**config.mk**
```make
export PLATFORM = sky130hd
export DESIGN_NAME = smArithUnit
export DESIGN_NICKNAME = d
export VERILOG_FILES = /design/src/source/smArithPkg.sv /design/src/source/adder15.sv /design/src/source/multiply.sv /design/src/source/divide.sv /design/src/source/arithControl.sv /design/src/source/smArithUnit.sv
export SDC_FILE = /design/constraint.sdc
export NUM_CORES = 1
export LEC_CHECK = 0
export BUFFER_PORTS_ARGS = -buffer_cell sky130_fd_sc_hd__buf_2
export CORE_ASPECT_RATIO = 1.75
export CORE_MARGIN = 4
export CORE_UTILIZATION = 35
export DETAILED_ROUTE_END_ITERATION = 6
export GPL_TIMING_DRIVEN = 0
export SLEW_MARGIN = 20
export SYNTH_ARGS = -nofsm -noshare
export SYNTH_HDL_FRONTEND = slang
export SYNTH_HIERARCHICAL = 1
export SYNTH_SLANG_ARGS = --single-unit
```
**constraint.sdc**
```tcl
create_clock -name clk -period 4.5 [get_ports clk]
set_input_delay 0.9 -clock clk [delete_from_list [all_inputs] [get_ports clk]]
set_output_delay 0.9 -clock clk [all_outputs]
set_load 0.05 [all_outputs]
```
**src/source/smArithPkg.sv**
```systemverilog
package smArithPkg;

	// sign-magnitude word with the sign in bit 15
	typedef struct packed {
		logic        sign;
		logic [14:0] mag;
	} smWord_t;

	typedef enum logic [1:0] {
		OP_MUL,
		OP_DIV,
		OP_REM
	} arithOp_t;

	typedef struct packed {
		arithOp_t op;
		smWord_t  a;
		smWord_t  b;
	} arithReq_t;

	typedef struct packed {
		smWord_t value;
		logic    divZero;
	} arithRsp_t;

	// engine states shared by multiply and divide
	typedef enum logic [3:0] {
		IDLE,
		SET,
		CHECK,
		STEP,
		FIN
	} engState_t;

	typedef enum logic [1:0] {
		WAIT,
		RUN,
		HOLD,
		RELEASE
	} ctlState_t;

endpackage

```
**src/source/adder15.sv**
```systemverilog
module adder15 (
	input  logic [14:0] in1,
	input  logic [14:0] in2,
	input  logic        sub,
	output logic [14:0] sum,
	output logic        cOut
);

	logic [14:0] operand;
	logic [15:0] total;

	// two's complement by invert and add one
	assign operand = sub ? ~in2 : in2;
	assign total = {1'b0, in1} + {1'b0, operand} + {15'b0, sub};

	assign sum = total[14:0];
	// carry set on subtract means in1 >= in2
	assign cOut = total[15];

endmodule

```
**src/source/multiply.sv**
```systemverilog
module multiply import smArithPkg::*; (
	input  logic    clk,
	input  logic    nRST,
	input  logic    start,
	input  smWord_t a,
	input  smWord_t b,
	output smWord_t product,
	output logic    finish
);

	engState_t state, nextState;

	logic [14:0] aMag, nextAMag;
	logic [14:0] bMag, nextBMag;
	logic        sign, nextSign;

	// running sum and step count
	logic [14:0] acc, nextAcc;
	logic [14:0] count, nextCount;

	logic [14:0] accSum;
	logic [14:0] countSum;
	logic        countDone;

	smWord_t nextProduct;
	logic    nextFinish;

	always_ff @(posedge clk, negedge nRST) begin
		if (!nRST) begin
			state <= IDLE;
			aMag <= '0;
			bMag <= '0;
			sign <= 1'b0;
			acc <= '0;
			count <= '0;
			product <= '0;
			finish <= 1'b0;
		end else begin
			state <= nextState;
			aMag <= nextAMag;
			bMag <= nextBMag;
			sign <= nextSign;
			acc <= nextAcc;
			count <= nextCount;
			product <= nextProduct;
			finish <= nextFinish;
		end
	end

	always_comb begin
		nextState = state;
		case (state)
			IDLE: begin
				if (start) begin
					nextState = SET;
				end
			end
			SET: begin
				// zero multiplier needs no loop
				if (b.mag == 15'b0) begin
					nextState = FIN;
				end else begin
					nextState = CHECK;
				end
			end
			CHECK: begin
				if (countDone) begin
					nextState = FIN;
				end else begin
					nextState = STEP;
				end
			end
			STEP: begin
				nextState = CHECK;
			end
			FIN: begin
				if (!start) begin
					nextState = IDLE;
				end
			end
			default: begin
				nextState = IDLE;
			end
		endcase
	end

	// accumulator wraps mod 2^15
	adder15 accAdd (
		.in1(acc),
		.in2(aMag),
		.sub(1'b0),
		.sum(accSum),
		.cOut()
	);

	adder15 stepCount (
		.in1(count),
		.in2(15'd1),
		.sub(1'b0),
		.sum(countSum),
		.cOut()
	);

	// count >= |b| ends the loop
	adder15 doneCmp (
		.in1(count),
		.in2(bMag),
		.sub(1'b1),
		.sum(),
		.cOut(countDone)
	);

	always_comb begin
		nextAMag = aMag;
		nextBMag = bMag;
		nextSign = sign;
		nextAcc = acc;
		nextCount = count;
		nextProduct = product;
		nextFinish = (state == FIN);

		case (state)
			SET: begin
				nextAMag = a.mag;
				nextBMag = b.mag;
				nextSign = a.sign ^ b.sign;
				nextAcc = '0;
				nextCount = '0;
			end
			STEP: begin
				nextAcc = accSum;
				nextCount = countSum;
			end
			FIN: begin
				nextProduct.sign = sign;
				nextProduct.mag = acc;
			end
		endcase
	end

endmodule

```
**src/source/divide.sv**
```systemverilog
module divide import smArithPkg::*; (
	input  logic    clk,
	input  logic    nRST,
	input  logic    start,
	input  smWord_t a,
	input  smWord_t b,
	output smWord_t quotient,
	output smWord_t remainder,
	output logic    divZero,
	output logic    finish
);

	engState_t state, nextState;

	logic [14:0] remMag, nextRemMag;
	logic [14:0] divisor, nextDivisor;
	logic [14:0] quot, nextQuot;
	logic        qSign, nextQSign;
	logic        rSign, nextRSign;
	logic        zero, nextZero;

	logic [14:0] diff;
	logic        fits;
	logic [14:0] quotInc;

	smWord_t nextQuotient;
	smWord_t nextRemainder;
	logic    nextDivZero;
	logic    nextFinish;

	always_ff @(posedge clk, negedge nRST) begin
		if (!nRST) begin
			state <= IDLE;
			remMag <= '0;
			divisor <= '0;
			quot <= '0;
			qSign <= 1'b0;
			rSign <= 1'b0;
			zero <= 1'b0;
			quotient <= '0;
			remainder <= '0;
			divZero <= 1'b0;
			finish <= 1'b0;
		end else begin
			state <= nextState;
			remMag <= nextRemMag;
			divisor <= nextDivisor;
			quot <= nextQuot;
			qSign <= nextQSign;
			rSign <= nextRSign;
			zero <= nextZero;
			quotient <= nextQuotient;
			remainder <= nextRemainder;
			divZero <= nextDivZero;
			finish <= nextFinish;
		end
	end

	always_comb begin
		nextState = state;
		case (state)
			IDLE: begin
				if (start) begin
					nextState = SET;
				end
			end
			SET: begin
				if (b.mag == 15'b0) begin
					nextState = FIN;
				end else begin
					nextState = CHECK;
				end
			end
			CHECK: begin
				if (fits) begin
					nextState = STEP;
				end else begin
					nextState = FIN;
				end
			end
			STEP: begin
				nextState = CHECK;
			end
			FIN: begin
				if (!start) begin
					nextState = IDLE;
				end
			end
			default: begin
				nextState = IDLE;
			end
		endcase
	end

	// carry out says the divisor still fits
	adder15 subStep (
		.in1(remMag),
		.in2(divisor),
		.sub(1'b1),
		.sum(diff),
		.cOut(fits)
	);

	adder15 quotCount (
		.in1(quot),
		.in2(15'd1),
		.sub(1'b0),
		.sum(quotInc),
		.cOut()
	);

	always_comb begin
		nextRemMag = remMag;
		nextDivisor = divisor;
		nextQuot = quot;
		nextQSign = qSign;
		nextRSign = rSign;
		nextZero = zero;
		nextQuotient = quotient;
		nextRemainder = remainder;
		nextDivZero = divZero;
		nextFinish = (state == FIN);

		case (state)
			SET: begin
				nextDivisor = b.mag;
				nextQuot = '0;
				nextQSign = a.sign ^ b.sign;
				nextRSign = a.sign;
				nextZero = (b.mag == 15'b0);
				// divide by zero reports zero magnitudes
				nextRemMag = (b.mag == 15'b0) ? 15'b0 : a.mag;
			end
			STEP: begin
				nextRemMag = diff;
				nextQuot = quotInc;
			end
			FIN: begin
				nextQuotient.sign = qSign;
				nextQuotient.mag = quot;
				nextRemainder.sign = rSign;
				nextRemainder.mag = remMag;
				nextDivZero = zero;
			end
		endcase
	end

endmodule

```
**src/source/arithControl.sv**
```systemverilog
module arithControl import smArithPkg::*; (
	input  logic      clk,
	input  logic      nRST,
	input  logic      req,
	input  arithReq_t reqData,
	output logic      ack,
	output arithRsp_t rsp,
	output smWord_t   a,
	output smWord_t   b,
	output logic      mulStart,
	output logic      divStart,
	input  logic      mulFinish,
	input  logic      divFinish,
	input  smWord_t   product,
	input  smWord_t   quotient,
	input  smWord_t   remainder,
	input  logic      divZero
);

	ctlState_t state;
	arithReq_t reqReg;
	logic      useMul;
	logic      engFinish;
	arithRsp_t result;

	assign useMul = (reqReg.op == OP_MUL);
	// finish of the engine in use
	assign engFinish = useMul ? mulFinish : divFinish;

	assign a = reqReg.a;
	assign b = reqReg.b;

	always_comb begin
		case (reqReg.op)
			OP_MUL: result.value = product;
			OP_REM: result.value = remainder;
			default: result.value = quotient;
		endcase
		result.divZero = useMul ? 1'b0 : divZero;
	end

	always_ff @(posedge clk, negedge nRST) begin
		if (!nRST) begin
			state <= WAIT;
			reqReg <= '0;
			rsp <= '0;
			ack <= 1'b0;
			mulStart <= 1'b0;
			divStart <= 1'b0;
		end else begin
			case (state)
				WAIT: begin
					if (req) begin
						reqReg <= reqData;
						mulStart <= (reqData.op == OP_MUL);
						divStart <= (reqData.op != OP_MUL);
						state <= RUN;
					end
				end
				RUN: begin
					// drop start and publish result together
					if (engFinish) begin
						mulStart <= 1'b0;
						divStart <= 1'b0;
						rsp <= result;
						ack <= 1'b1;
						state <= HOLD;
					end
				end
				HOLD: begin
					if (!req) begin
						state <= RELEASE;
					end
				end
				RELEASE: begin
					// wait for the engine to go idle
					if (!engFinish) begin
						ack <= 1'b0;
						state <= WAIT;
					end
				end
				default: begin
					state <= WAIT;
				end
			endcase
		end
	end

endmodule

```
**src/source/smArithUnit.sv**
```systemverilog
module smArithUnit import smArithPkg::*; (
	input  logic      clk,
	input  logic      nRST,
	input  logic      req,
	input  arithReq_t reqData,
	output logic      ack,
	output arithRsp_t rsp
);

	smWord_t a;
	smWord_t b;
	logic    mulStart;
	logic    divStart;
	logic    mulFinish;
	logic    divFinish;
	smWord_t product;
	smWord_t quotient;
	smWord_t remainder;
	logic    divZero;

	arithControl ctrl (
		.clk(clk),
		.nRST(nRST),
		.req(req),
		.reqData(reqData),
		.ack(ack),
		.rsp(rsp),
		.a(a),
		.b(b),
		.mulStart(mulStart),
		.divStart(divStart),
		.mulFinish(mulFinish),
		.divFinish(divFinish),
		.product(product),
		.quotient(quotient),
		.remainder(remainder),
		.divZero(divZero)
	);

	multiply mulEngine (
		.clk(clk),
		.nRST(nRST),
		.start(mulStart),
		.a(a),
		.b(b),
		.product(product),
		.finish(mulFinish)
	);

	divide divEngine (
		.clk(clk),
		.nRST(nRST),
		.start(divStart),
		.a(a),
		.b(b),
		.quotient(quotient),
		.remainder(remainder),
		.divZero(divZero),
		.finish(divFinish)
	);

endmodule

```
==> reports/metrics.cfg <==
[grt]
grtUsageTotal=0.164
antenna_found_initial=0
grt_max_degree=97
grt_pass1_vias=10204
grt_overflow=0
grt_pass1_wl_um=54300

[clocking]
cts.sinks=222
h-tree-depth=1
cts_setup_buffers=0
cts_tree=built
clk_pin_slew_ns=0.06
clock-root-buffer=clkbuf_16
cts_resized=0
cts_buffer_depth=3
postCtsHoldBufs=0
clk_latency_ns=0.52
cts_buffers=23

[min_path]
hold_class=input port to async pin

[final_layout]
drive_gt1_frac=0.235
diodes=0
nNetsFinal=1511
instances_no_fill=1892
syn_to_final_growth_pct=13.5

[detailed_routing]
first_pass_iters=4
drc=0
postRouteAntennaNets=0
drtIter0Drc=305
vias_per_cell=5.12
finalWirelength_um=34400
vias=9694
routedWlPerCell_um=18.2

[pwr]
powerDensity_nw_per_um2=796
ir_drop_uv=330
switching_power_mw=5.21
pwr-share-clk=0.158
p_leak_nw=7.43
finalPower_mw=12.2
seqPwrFrac=0.306
internal_power_mw=6.99
p_sw_frac=0.427
power.share.combinational=0.537

[floorplanning]
die-area_sq_um=41900
row_count=95
initial_utilization=0.353
die_y_um=268
ios=55
chipWidth_um=157
coreArea_sq_um=38300

[sta]
finalCriticalPeriod_ns=2.85
period_share=0.633
slew_violations=0
grt_setup_unrepaired=false
setup-violations-final=0
fmax_mhz=351
relSlewSlack=0.532
final.setup_skew_ns=0.0160
fin_hold_ws_ns=0.298
layout_setup_ws_ns=1.65
worst-slew-pin-transition_ns=0.702
finalHoldViolCount=0

[placed_design]
place.gp.congestion=0.826
dp.cells=1851
dp_hpwl_um=27300
port_buffers=54
dp_slack_ns=1.62

[worst_setup_path]
critPathLaunchType=flip-flop
path_cells=mux2_4 -> fa_1 -> a21o_1 -> a221oi_1 -> o31ai_1 -> a21boi_1 -> xnor2_1 -> nand3_1 -> nand2_1
worst-path-max-fanout=4
end_kind=flip-flop
slowest_stage=a221oi_1
cp.arrival_ns=3.30
path_buf_inv=0
r2r_cells=9
critPathKind=flip-flop to flip-flop
critPathMaxStageDelay_ns=0.61
cp_top_family=compound AO/OA/AOI/OAI gates
worst_ep_required_time_ns=4.95
cp.depth=9
regToRegSetupSlack_ns=1.65

[run_status]
status=complete, no violations

[synthesis]
post_synth_inst_count=1277
synth_area_sq_um=13500
syn_avg_cell_area_sq_um=10.6
ys_warn_count=6

[job]
drv_cap=0

registers in the layout, indices dropped and copies added (netlist names), 2 cells and up:
signal / count
ctrl/b: 16
divEngine/quot: 15
divEngine/divisor: 15
mulEngine/bMag: 15
ctrl/a: 16
divEngine/remMag: 15
divEngine/quotient: 16
mulEngine/state: 3
divEngine/state: 3
ctrl/reqReg: 2
ctrl/rsp: 17
mulEngine/product: 16
mulEngine/acc: 15
mulEngine/aMag: 15
ctrl/state: 2
divEngine/remainder: 16
mulEngine/count: 15
through the flow:
step	setup TNS, ns	area (sq um)	util
after global routing	0	15300	0.401
final	0	15300	0.401
after global placement	-307.03	14500	0.379
after floorplan	0	13600	-
after detailed placement	0	14600	0.381
after CTS	0	15300	0.401
worst paths after layout:
| path | from | endpoint |
|---|---|---|
| worst max-delay path | divEngine/quot[0]$_DFFE_PN0P_ | divEngine/quot[14]$_DFFE_PN0P_ |
| worst min-delay path | nRST | ctrl/state[0]$_DFFE_PN0P_ |
| worst max register to register | divEngine/quot[0]$_DFFE_PN0P_ | divEngine/quot[14]$_DFFE_PN0P_ |
| worst min register to register | ctrl/rsp[7]$_DFFE_PN0P_ | ctrl/rsp[7]$_DFFE_PN0P_ |
| max in group asynchronous | nRST | mulEngine/acc[6]$_DFFE_PN0P_ |
| min in group clk | ctrl/rsp[7]$_DFFE_PN0P_ | ctrl/rsp[7]$_DFFE_PN0P_ |
cells in the final DEF (no fill, tap or decap), types with 19 or more instances in the layout:
cell         n
a21o_1      28
a21oi_1     80
buf_2       82
buf_4       37
clkbuf_1    21
clkbuf_16   23
conb_1      37
dfrtp_1    222
ha_1        79
mux2_2     121
mux2i_1     19
nand2_1    140
nand3_1     45
nor2_1      35
o21ai_0     58
o21ai_1     19
xnor2_1     28
xor2_1      91
cell type report:
class                   instances  area [sq um]
well taps                     485           607
clock inverters                 8          78.8
fillers                      3789         22900
clock buffers                  33           683
plain buffers                  98           642
flip-flops and latches        222          5560
inverters                      16          60.1
repair buffers                 56           335
multi-input cells             974          7370
layer usage:
metal  vias up  global-route usage  share of wire
met5         -                   0              0
met4         0              0.0782          0.053
met3        85              0.0180          0.027
met2       145               0.318           0.55
met1      4736               0.172           0.37
li1       4728                   -              -
power by group through the flow:
stage | Clock, mW | Combinational (mW) | Sequential (mW)
final | 1.92 | 6.55 | 3.73
after global routing | 2.05 | 7.28 | 3.83
after CTS | 1.97 | 6.55 | 3.76
after detailed placement | 0 | 6.52 | 3.79
after global placement | 0 | 6.37 | 3.76
after floorplan | 0 | 5.02 | 3.55
No activity file was read; power rests on OpenSTA's default activity.
